===== src/ce_cfg.svh =====
`ifndef CE_CFG_SVH
`define CE_CFG_SVH

// Data path widths
`define CE_DATA_W       64
`define CE_ADDR_W       64
`define CE_SIZE_W       16

// Tags count up from zero and wrap
`define CE_TAG_W        8

// Buffer depth, also the read credit limit
`define CE_BUF_DEPTH    8

// Register bus
`define CE_CSR_ADDR_W   4

// Feature identification
`define CE_FEAT_ID      12'h001
`define CE_FEAT_VER     4'h1

`endif


===== src/ce_reg_pkg.sv =====
`default_nettype none

`include "ce_cfg.svh"

package ce_reg_pkg;

   // Register word addresses
   typedef enum logic [`CE_CSR_ADDR_W-1:0] {
      ID        = 0,
      HOST_ADDR = 1,
      HPS_ADDR  = 2,
      SIZE      = 3,
      CTRL      = 4,
      STATUS    = 5
   } csr_addr_e;

   // Status word, busy in bit 0
   typedef struct packed {
      logic tag_err;
      logic wr_err;
      logic cpl_err;
      logic done;
      logic busy;
   } status_t;

endpackage

`default_nettype wire


===== src/ce_xfer_pkg.sv =====
`default_nettype none

`include "ce_cfg.svh"

package ce_xfer_pkg;

   typedef logic [`CE_DATA_W-1:0] word_t;
   typedef logic [`CE_ADDR_W-1:0] addr_t;
   typedef logic [`CE_SIZE_W-1:0] size_t;
   typedef logic [`CE_TAG_W-1:0]  tag_t;

   // Read request issuer
   typedef enum logic [1:0] {
      RD_IDLE,
      RD_ISSUE,
      RD_WAIT_CREDIT
   } rd_state_e;

   // Write engine
   typedef enum logic [1:0] {
      WR_IDLE,
      WR_WRITE,
      WR_DRAIN
   } wr_state_e;

endpackage

`default_nettype wire


===== src/ce_cmd_if.sv =====
`timescale 1ns/1ps
`default_nettype none

// Transfer command from the register block to both engines
interface ce_cmd_if;

   logic               start;
   ce_xfer_pkg::addr_t host_addr;
   ce_xfer_pkg::addr_t hps_addr;
   ce_xfer_pkg::size_t size;

   modport csr (
      output start,
      output host_addr,
      output hps_addr,
      output size
   );

   modport rd (input start, input host_addr, input size);

   modport wr (input start, input hps_addr, input size);

endinterface

`default_nettype wire


===== src/ce_cpl_rx.sv =====
`timescale 1ns/1ps
`default_nettype none

`include "ce_cfg.svh"

module ce_cpl_rx (
   input  logic               clk,
   input  logic               arst_n,
   input  logic               first_tag_rst,
   input  logic               cpl_valid,
   input  ce_xfer_pkg::word_t cpl_data,
   input  ce_xfer_pkg::tag_t  cpl_tag,
   input  logic               cpl_err_in,
   input  logic               buf_pop,
   output ce_xfer_pkg::word_t buf_data,
   output logic               buf_not_empty,
   output logic               cpl_err,
   output logic               tag_err
);

   typedef logic [$clog2(`CE_BUF_DEPTH)-1:0] ptr_t;
   typedef logic [$clog2(`CE_BUF_DEPTH):0]   cnt_t;

   ce_xfer_pkg::word_t mem [`CE_BUF_DEPTH];
   ptr_t               wr_ptr;
   ptr_t               rd_ptr;
   cnt_t               count;
   ce_xfer_pkg::tag_t  exp_tag;
   logic               pop;

   // ------------------------------
   // Tag and error tracking
   // ------------------------------

   always_ff @(posedge clk or negedge arst_n) begin
      if (!arst_n) begin
         exp_tag <= '0;
         tag_err <= 1'b0;
         cpl_err <= 1'b0;
      end else if (first_tag_rst) begin
         exp_tag <= '0;
         tag_err <= 1'b0;
         cpl_err <= 1'b0;
      end else if (cpl_valid) begin
         exp_tag <= exp_tag + 1'b1;
         if (cpl_tag != exp_tag) begin
            tag_err <= 1'b1;
         end
         if (cpl_err_in) begin
            cpl_err <= 1'b1;
         end
      end
   end

   // ------------------------------
   // Circular data buffer
   // ------------------------------

   // No full check, credits keep the buffer from overflowing
   assign pop           = buf_pop && buf_not_empty;
   assign buf_not_empty = (count != '0);
   assign buf_data      = mem[rd_ptr];

   always_ff @(posedge clk) begin
      if (cpl_valid) begin
         mem[wr_ptr] <= cpl_data;
      end
   end

   always_ff @(posedge clk or negedge arst_n) begin
      if (!arst_n) begin
         wr_ptr <= '0;
         rd_ptr <= '0;
         count  <= '0;
      end else begin
         if (cpl_valid) begin
            wr_ptr <= (wr_ptr == ptr_t'(`CE_BUF_DEPTH - 1)) ? '0 : wr_ptr + 1'b1;
         end
         if (pop) begin
            rd_ptr <= (rd_ptr == ptr_t'(`CE_BUF_DEPTH - 1)) ? '0 : rd_ptr + 1'b1;
         end
         case ({cpl_valid, pop})
            2'b10:   count <= count + 1'b1;
            2'b01:   count <= count - 1'b1;
            default: ;
         endcase
      end
   end

endmodule

`default_nettype wire


===== src/ce_csr.sv =====
`timescale 1ns/1ps
`default_nettype none

`include "ce_cfg.svh"

module ce_csr (
   input  logic                  clk,
   input  logic                  arst_n,
   input  logic                  csr_wen,
   input  logic                  csr_ren,
   input  ce_reg_pkg::csr_addr_e csr_addr,
   input  ce_xfer_pkg::word_t    csr_wdata,
   output ce_xfer_pkg::word_t    csr_rdata,
   output logic                  csr_rvalid,
   input  logic                  cpl_err,
   input  logic                  tag_err,
   input  logic                  wr_err,
   input  logic                  done,
   input  logic                  busy,
   ce_cmd_if.csr                 cmd
);

   ce_xfer_pkg::addr_t  host_addr_q;
   ce_xfer_pkg::addr_t  hps_addr_q;
   ce_xfer_pkg::size_t  size_q;
   ce_reg_pkg::status_t status;
   ce_xfer_pkg::word_t  rd_mux;

   // ------------------------------
   // Programmed command
   // ------------------------------

   // Held while a transfer runs
   always_ff @(posedge clk or negedge arst_n) begin
      if (!arst_n) begin
         host_addr_q <= '0;
         hps_addr_q  <= '0;
         size_q      <= '0;
      end else if (csr_wen && !busy) begin
         case (csr_addr)
            ce_reg_pkg::HOST_ADDR: host_addr_q <= csr_wdata;
            ce_reg_pkg::HPS_ADDR:  hps_addr_q  <= csr_wdata;
            ce_reg_pkg::SIZE:      size_q      <= csr_wdata[`CE_SIZE_W-1:0];
            default: ;
         endcase
      end
   end

   // Start pulse in the CTRL write cycle, dropped while busy
   assign cmd.start = csr_wen && (csr_addr == ce_reg_pkg::CTRL) && csr_wdata[0] && !busy;

   assign cmd.host_addr = host_addr_q;
   assign cmd.hps_addr  = hps_addr_q;
   assign cmd.size      = size_q;

   // ------------------------------
   // Status and read back
   // ------------------------------

   assign status.busy    = busy;
   assign status.done    = done;
   assign status.cpl_err = cpl_err;
   assign status.wr_err  = wr_err;
   assign status.tag_err = tag_err;

   always_comb begin
      case (csr_addr)
         ce_reg_pkg::ID:        rd_mux = ce_xfer_pkg::word_t'({`CE_FEAT_VER, `CE_FEAT_ID});
         ce_reg_pkg::HOST_ADDR: rd_mux = host_addr_q;
         ce_reg_pkg::HPS_ADDR:  rd_mux = hps_addr_q;
         ce_reg_pkg::SIZE:      rd_mux = ce_xfer_pkg::word_t'(size_q);
         ce_reg_pkg::STATUS:    rd_mux = ce_xfer_pkg::word_t'(status);
         // CTRL is write only, unmapped reads zero
         default:               rd_mux = '0;
      endcase
   end

   always_ff @(posedge clk or negedge arst_n) begin
      if (!arst_n) begin
         csr_rvalid <= 1'b0;
      end else begin
         csr_rvalid <= csr_ren;
      end
   end

   always_ff @(posedge clk) begin
      if (csr_ren) begin
         csr_rdata <= rd_mux;
      end
   end

endmodule

`default_nettype wire


===== src/ce_rd_req.sv =====
`timescale 1ns/1ps
`default_nettype none

`include "ce_cfg.svh"

module ce_rd_req (
   input  logic               clk,
   input  logic               arst_n,
   input  logic               rdreq_ready,
   input  logic               buf_pop,
   output logic               rdreq_valid,
   output ce_xfer_pkg::addr_t rdreq_addr,
   output ce_xfer_pkg::tag_t  rdreq_tag,
   output logic               first_tag_rst,
   ce_cmd_if.rd               cmd
);

   typedef logic [$clog2(`CE_BUF_DEPTH):0] credit_t;

   ce_xfer_pkg::rd_state_e state;
   ce_xfer_pkg::size_t     issued;
   credit_t                credit;
   credit_t                credit_nxt;
   logic                   take;

   assign rdreq_valid   = (state == ce_xfer_pkg::RD_ISSUE);
   assign take          = rdreq_valid && rdreq_ready;
   assign rdreq_addr    = cmd.host_addr + (ce_xfer_pkg::addr_t'(issued) << 3);
   assign rdreq_tag     = issued[`CE_TAG_W-1:0];
   // Receiver restarts its expected tag with us
   assign first_tag_rst = cmd.start;

   // One credit per accepted request, one back per buffer pop
   always_comb begin
      credit_nxt = credit;
      if (take) begin
         credit_nxt = credit_nxt - 1'b1;
      end
      if (buf_pop) begin
         credit_nxt = credit_nxt + 1'b1;
      end
   end

   always_ff @(posedge clk or negedge arst_n) begin
      if (!arst_n) begin
         state  <= ce_xfer_pkg::RD_IDLE;
         issued <= '0;
         credit <= credit_t'(`CE_BUF_DEPTH);
      end else begin
         credit <= credit_nxt;
         case (state)
            ce_xfer_pkg::RD_IDLE: begin
               if (cmd.start) begin
                  issued <= '0;
                  if (cmd.size != '0) begin
                     state <= ce_xfer_pkg::RD_ISSUE;
                  end
               end
            end
            ce_xfer_pkg::RD_ISSUE: begin
               if (take) begin
                  issued <= issued + 1'b1;
                  if (issued + 1'b1 == cmd.size) begin
                     state <= ce_xfer_pkg::RD_IDLE;
                  end else if (credit_nxt == '0) begin
                     state <= ce_xfer_pkg::RD_WAIT_CREDIT;
                  end
               end
            end
            ce_xfer_pkg::RD_WAIT_CREDIT: begin
               if (credit != '0) begin
                  state <= ce_xfer_pkg::RD_ISSUE;
               end
            end
            default: state <= ce_xfer_pkg::RD_IDLE;
         endcase
      end
   end

endmodule

`default_nettype wire


===== src/ce_top.sv =====
`timescale 1ns/1ps
`default_nettype none

`include "ce_cfg.svh"

module ce_top (
   input  logic                      clk,
   input  logic                      arst_n,

   // Register bus
   input  logic                      csr_wen,
   input  logic                      csr_ren,
   input  logic [`CE_CSR_ADDR_W-1:0] csr_addr,
   input  ce_xfer_pkg::word_t        csr_wdata,
   output ce_xfer_pkg::word_t        csr_rdata,
   output logic                      csr_rvalid,

   // Host read requests and completions
   output logic                      rdreq_valid,
   input  logic                      rdreq_ready,
   output ce_xfer_pkg::addr_t        rdreq_addr,
   output ce_xfer_pkg::tag_t         rdreq_tag,
   input  logic                      cpl_valid,
   input  ce_xfer_pkg::word_t        cpl_data,
   input  ce_xfer_pkg::tag_t         cpl_tag,
   input  logic                      cpl_err,

   // HPS writes and responses
   output logic                      wr_valid,
   input  logic                      wr_ready,
   output ce_xfer_pkg::addr_t        wr_addr,
   output ce_xfer_pkg::word_t        wr_data,
   input  logic                      wr_resp_valid,
   input  logic                      wr_resp_err
);

   ce_xfer_pkg::word_t buf_data;
   logic               buf_not_empty;
   logic               buf_pop;
   logic               first_tag_rst;
   logic               sts_cpl_err;
   logic               sts_tag_err;
   logic               sts_wr_err;
   logic               done;
   logic               busy;

   ce_cmd_if cmd ();

   ce_csr u_csr (
      .clk        (clk),
      .arst_n     (arst_n),
      .csr_wen    (csr_wen),
      .csr_ren    (csr_ren),
      .csr_addr   (ce_reg_pkg::csr_addr_e'(csr_addr)),
      .csr_wdata  (csr_wdata),
      .csr_rdata  (csr_rdata),
      .csr_rvalid (csr_rvalid),
      .cpl_err    (sts_cpl_err),
      .tag_err    (sts_tag_err),
      .wr_err     (sts_wr_err),
      .done       (done),
      .busy       (busy),
      .cmd        (cmd.csr)
   );

   ce_rd_req u_rd_req (
      .clk           (clk),
      .arst_n        (arst_n),
      .rdreq_ready   (rdreq_ready),
      .buf_pop       (buf_pop),
      .rdreq_valid   (rdreq_valid),
      .rdreq_addr    (rdreq_addr),
      .rdreq_tag     (rdreq_tag),
      .first_tag_rst (first_tag_rst),
      .cmd           (cmd.rd)
   );

   ce_cpl_rx u_cpl_rx (
      .clk           (clk),
      .arst_n        (arst_n),
      .first_tag_rst (first_tag_rst),
      .cpl_valid     (cpl_valid),
      .cpl_data      (cpl_data),
      .cpl_tag       (cpl_tag),
      .cpl_err_in    (cpl_err),
      .buf_pop       (buf_pop),
      .buf_data      (buf_data),
      .buf_not_empty (buf_not_empty),
      .cpl_err       (sts_cpl_err),
      .tag_err       (sts_tag_err)
   );

   ce_wr_eng u_wr_eng (
      .clk           (clk),
      .arst_n        (arst_n),
      .buf_data      (buf_data),
      .buf_not_empty (buf_not_empty),
      .wr_ready      (wr_ready),
      .wr_resp_valid (wr_resp_valid),
      .wr_resp_err   (wr_resp_err),
      .buf_pop       (buf_pop),
      .wr_valid      (wr_valid),
      .wr_addr       (wr_addr),
      .wr_data       (wr_data),
      .wr_err        (sts_wr_err),
      .done          (done),
      .busy          (busy),
      .cmd           (cmd.wr)
   );

endmodule

`default_nettype wire


===== src/ce_wr_eng.sv =====
`timescale 1ns/1ps
`default_nettype none

module ce_wr_eng (
   input  logic               clk,
   input  logic               arst_n,
   input  ce_xfer_pkg::word_t buf_data,
   input  logic               buf_not_empty,
   input  logic               wr_ready,
   input  logic               wr_resp_valid,
   input  logic               wr_resp_err,
   output logic               buf_pop,
   output logic               wr_valid,
   output ce_xfer_pkg::addr_t wr_addr,
   output ce_xfer_pkg::word_t wr_data,
   output logic               wr_err,
   output logic               done,
   output logic               busy,
   ce_cmd_if.wr               cmd
);

   ce_xfer_pkg::wr_state_e state;
   ce_xfer_pkg::size_t     wr_cnt;
   ce_xfer_pkg::size_t     resp_cnt;

   // Buffer head stays put until popped, so it is the write payload
   assign buf_pop = wr_valid && wr_ready;
   assign wr_addr = cmd.hps_addr + (ce_xfer_pkg::addr_t'(wr_cnt) << 3);
   assign wr_data = buf_data;

   // Responses may arrive before the last write leaves WRITE
   always_ff @(posedge clk or negedge arst_n) begin
      if (!arst_n) begin
         resp_cnt <= '0;
         wr_err   <= 1'b0;
      end else if (cmd.start) begin
         resp_cnt <= '0;
         wr_err   <= 1'b0;
      end else if (wr_resp_valid) begin
         resp_cnt <= resp_cnt + 1'b1;
         if (wr_resp_err) begin
            wr_err <= 1'b1;
         end
      end
   end

   always_ff @(posedge clk or negedge arst_n) begin
      if (!arst_n) begin
         state    <= ce_xfer_pkg::WR_IDLE;
         wr_valid <= 1'b0;
         wr_cnt   <= '0;
         done     <= 1'b0;
         busy     <= 1'b0;
      end else begin
         case (state)
            ce_xfer_pkg::WR_IDLE: begin
               if (cmd.start) begin
                  wr_cnt <= '0;
                  // Empty transfer completes at once
                  done   <= (cmd.size == '0);
                  busy   <= (cmd.size != '0);
                  if (cmd.size != '0) begin
                     state <= ce_xfer_pkg::WR_WRITE;
                  end
               end
            end
            ce_xfer_pkg::WR_WRITE: begin
               if (buf_pop) begin
                  wr_valid <= 1'b0;
                  wr_cnt   <= wr_cnt + 1'b1;
                  if (wr_cnt + 1'b1 == cmd.size) begin
                     state <= ce_xfer_pkg::WR_DRAIN;
                  end
               end else if (buf_not_empty) begin
                  wr_valid <= 1'b1;
               end
            end
            ce_xfer_pkg::WR_DRAIN: begin
               if (resp_cnt == cmd.size) begin
                  done  <= 1'b1;
                  busy  <= 1'b0;
                  state <= ce_xfer_pkg::WR_IDLE;
               end
            end
            default: state <= ce_xfer_pkg::WR_IDLE;
         endcase
      end
   end

endmodule

`default_nettype wire


===== config.mk =====
export PLATFORM = sky130hd
export DESIGN_NAME = ce_top
export DESIGN_NICKNAME = d
export VERILOG_FILES = /design/src/ce_reg_pkg.sv /design/src/ce_xfer_pkg.sv /design/src/ce_cmd_if.sv /design/src/ce_cpl_rx.sv /design/src/ce_csr.sv /design/src/ce_rd_req.sv /design/src/ce_top.sv /design/src/ce_wr_eng.sv
export VERILOG_INCLUDE_DIRS = /design/src
export SDC_FILE = /design/constraint.sdc
export NUM_CORES = 1
export LEC_CHECK = 0
export ABC_CLOCK_PERIOD_IN_PS = 5500
export BUFFER_PORTS_ARGS = -buffer_cell sky130_fd_sc_hd__buf_2
export CAP_MARGIN = 30
export CORE_MARGIN = 2
export CORE_UTILIZATION = 53
export CTS_CLUSTER_SIZE = 24
export DETAILED_ROUTE_END_ITERATION = 6
export GPL_ROUTABILITY_DRIVEN = 0
export GPL_TIMING_DRIVEN = 0
export PLACE_DENSITY = 0.75
export SETUP_SLACK_MARGIN = 0.05
export SYNTH_ARGS = -nofsm -noshare
export SYNTH_HDL_FRONTEND = slang
export SYNTH_SLANG_ARGS = --single-unit

===== constraint.sdc =====
create_clock -name clk -period 5.5 [get_ports clk]
set_clock_uncertainty 0.15 [all_clocks]
set_input_delay 0.275 -clock clk [delete_from_list [all_inputs] [get_ports clk]]
set_output_delay 0.275 -clock clk [all_outputs]
set_load 0.02 [all_outputs]

==> impl_metrics.json <==
{
  "pin_count": 417,
  "ys_warn_count": 0,
  "synthTopCellsByArea": "edfxtp_1, dfrtp_1, mux4_2",
  "drive_above_1_share_pct": 32.1,
  "grt_overflow": 0,
  "worstPathRequired_ns": 5.08,
  "synth_cells": 2319,
  "finalHoldViolCount": 0,
  "p_sw_share_pct": 34.5,
  "cts_tree": "yes",
  "hold_slack_ns": 0.0703,
  "crit_path_max_incr_delay_ns": 0.85,
  "num_rows": 95,
  "p_int_uw": 13800,
  "status": "finished, final reports clean",
  "drc": 0,
  "grt_max_degree": 119,
  "p_leak_uw": 0.0169,
  "yosysSeqAreaShare_pct": 64.0,
  "drv_slew": 0,
  "portBuffers": 413,
  "hpwl_microns": 66700,
  "yosysTopAreaCellShare_pct": 48.3,
  "mostFrequentLayoutCell": "edfxtp_1",
  "tns_ns": 0,
  "cp_top_family": "compound AO/OA/AOI/OAI gates",
  "antenna_found_initial": 8,
  "fin_crit_ns": 4.88,
  "grt_usage_pct": 27.9,
  "synth_cell_types": 67,
  "synth_area_leader_cell": "edfxtp_1",
  "ys_ff_latch": 801,
  "final_nets": 3185,
  "cp_max_fo": 10,
  "syn-num-nets": 2518,
  "p_sw_uw": 7280,
  "syn_area_per_cell_sq_um": 15.4,
  "cp-start-kind": "flip-flop",
  "power_uw": 21100,
  "antenna_left": 0,
  "die_area_sq_mm": 0.0697,
  "critPathBufInv": 2,
  "routed-via-count": 23657,
  "clockBufferDepth": 3,
  "final_cell_mix": "edfxtp_1, buf_2, dfrtp_1, mux2_2, dlygate4sd3_1",
  "cts_made_buffers": 83,
  "wl_per_cell_microns": 24.9,
  "slew_headroom_pct": 29.4,
  "clk_latency_ns": 0.65,
  "area_delta_synth_final_pct": 22.4,
  "endpoint_kind": "primary output",
  "setup_violations": 0,
  "core_sq_mm": 0.0670,
  "avgViaCountPerCell": 6.02,
  "worst_slew_pin_slew_ns": 1.05,
  "timing.final.ws_setup_ns": 0.619,
  "p_comb_share_pct": 34.0,
  "maxCapViolCount": 0,
  "cp_slowest_cell": "a211oi_1",
  "h-tree-depth": 3,
  "synth-edff-count": 576,
  "synthFlopType": "edfxtp_1",
  "pre_cts_ws_ns": 1.34,
  "start_util_pct": 53.4,
  "critPathArrivalTime_ns": 4.46,
  "path_cells": "ha_1, o21a_1, a211oi_1, nor4_1, o311ai_1, a211oi_1, buf_2, nand3_1, xnor2_1, buf_2",
  "p_clk_share_pct": 27.0,
  "ctsRootBufferMaster": "clkbuf_16",
  "netlist_area_sq_mm": 0.0358,
  "power_frac_seq_pct": 39.0,
  "clkSinkCount": 801,
  "crit_type": "reg2out",
  "ys_async_sr_fraction_pct": 28.1,
  "grt_pass1_wl_microns": 147000,
  "fin_crit_sh_pct": 88.7,
  "grt_setup_unrepaired": "false",
  "fmax_mhz": 205,
  "wl_microns": 98000,
  "power_density_mw_per_mm2": 481,
  "die_w_microns": 264,
  "holdCritPathClass": "in2reg",
  "grt_pass1_vias": 24178,
  "vdd_drop_max_v": 0.000457,
  "firstDrtPassIters": 6,
  "drt_iter0_drc": 2337,
  "die_h_microns": 264,
  "clk_pin_slew_ns": 0.06
}
## stage by stage
stage / std cells / instance area [sq um] / util, %
2_1_floorplan: 2319 / 35800 / -
3_3_place_gp: 3605 / 39000 / 58.2
3_5_place_dp: 3632 / 39600 / 59.1
4_1_cts: 3922 / 43800 / 65.3
5_1_grt: 3932 / 43800 / 65.4
6_report: 3933 / 43800 / 65.4
## synth_stat cells (15+ instances only)
master and count:
a21o_1 28, a21oi_1 55, a22o_1 56, and3_1 30, buf_1 17, buf_2 23
buf_4 15, clkbuf_1 79, dfrtp_1 224, edfxtp_1 576, ha_1 46, inv_1 27
mux2_2 219, mux4_2 128, nand2_1 102, nand3_1 53, nand4_1 44, nor2_1 95
nor3_1 27, nor4_1 29, o21ai_0 75, o31ai_1 18, xnor2_1 113, xor2_1 102
## layout make-up
type	instances	area [sq um]
antenna	7	17.5
buffer	136	598
clock buffer	101	2150
clock inverter	51	622
fill	4625	23200
inverter	27	101
multi-input combinational	1355	12300
sequential	801	22900
tap	873	1090
timing repair buffer	582	4060
## sequential cells by signal, indices dropped and copies added (netlist names), 8 cells and up
| name | cells |
|---|---|
| u_cpl_rx.mem | 512 |
| u_csr.cmd.host_addr | 64 |
| u_csr.cmd.hps_addr | 64 |
| u_csr.csr_rdata | 64 |
| u_csr.cmd.size | 16 |
| u_rd_req.issued | 16 |
| u_wr_eng.resp_cnt | 16 |
| u_wr_eng.wr_cnt | 16 |
| u_cpl_rx.exp_tag | 8 |
## metal layers
layer | up-vias | GRT usage, % | wire length [microns]
met5 | - | 0 | 7
met4 | 2 | 12.3 | 4440
met3 | 268 | 6.01 | 7290
met2 | 1175 | 47.8 | 49300
met1 | 11941 | 34.2 | 36900
li1 | 10271 | - | -
## worst paths after layout
kind	from	end	slack (ns)	cells after the start
worst max-delay path	u_rd_req.issued[2]	rdreq_addr[56]	0.62	10
worst min-delay path	cpl_tag[2]	u_cpl_rx.tag_err	0.07	6
worst max register to register	u_rd_req.issued[0]	u_rd_req.state[1]	2.22	8
worst min register to register	u_cpl_rx.count[3]	u_cpl_rx.count[3]	0.34	1
max in group asynchronous	arst_n	u_csr.cmd.host_addr[43]	3.93	3
min in group asynchronous	arst_n	u_rd_req.issued[9]	0.14	2
## cell families (layout without fill, tap and decap cells)
kind of cell | Yosys count | after routing | share of synthesized area (%)
buf+inv | 163 | 897 | 1.95
simple gates | 448 | 448 | 6.46
flops | 801 | 801 | 64.0
xor+xnor | 215 | 215 | 5.26
fa+ha+maj | 49 | 49 | 1.77
compound gates | 287 | 287 | 5.36
other cells | 0 | 7 | 0
mux | 356 | 356 | 15.2
## worst reg2reg max path, stage by stage, from the launching register on
cell     delay, ns
dfrtp_1       0.51
ha_1          0.33
nand2_1       0.11
nor2_1        0.41
nand4_1       0.28
xnor2_1       0.21
nand4_1       0.13
nor4b_1       0.75
o21ai_0       0.22
## power groups by stage
stage	registers, uW	logic [uW]	clock network [uW]
after floorplan	8140	4680	0
final	8220	7170	5690
after detailed placement	8300	7000	0
after global placement	8320	6690	0
after global routing	8310	7650	6010
after CTS	8190	7160	5760
## what timing repair did
action / in CTS / in global routing
hold buffers: 138 / 0
gates resized for setup: 0 / 0
buffers inserted: 0 / 0
endpoints found under the hold margin: 783 / 0
Note: power is estimated with default switching activity, not from simulation.
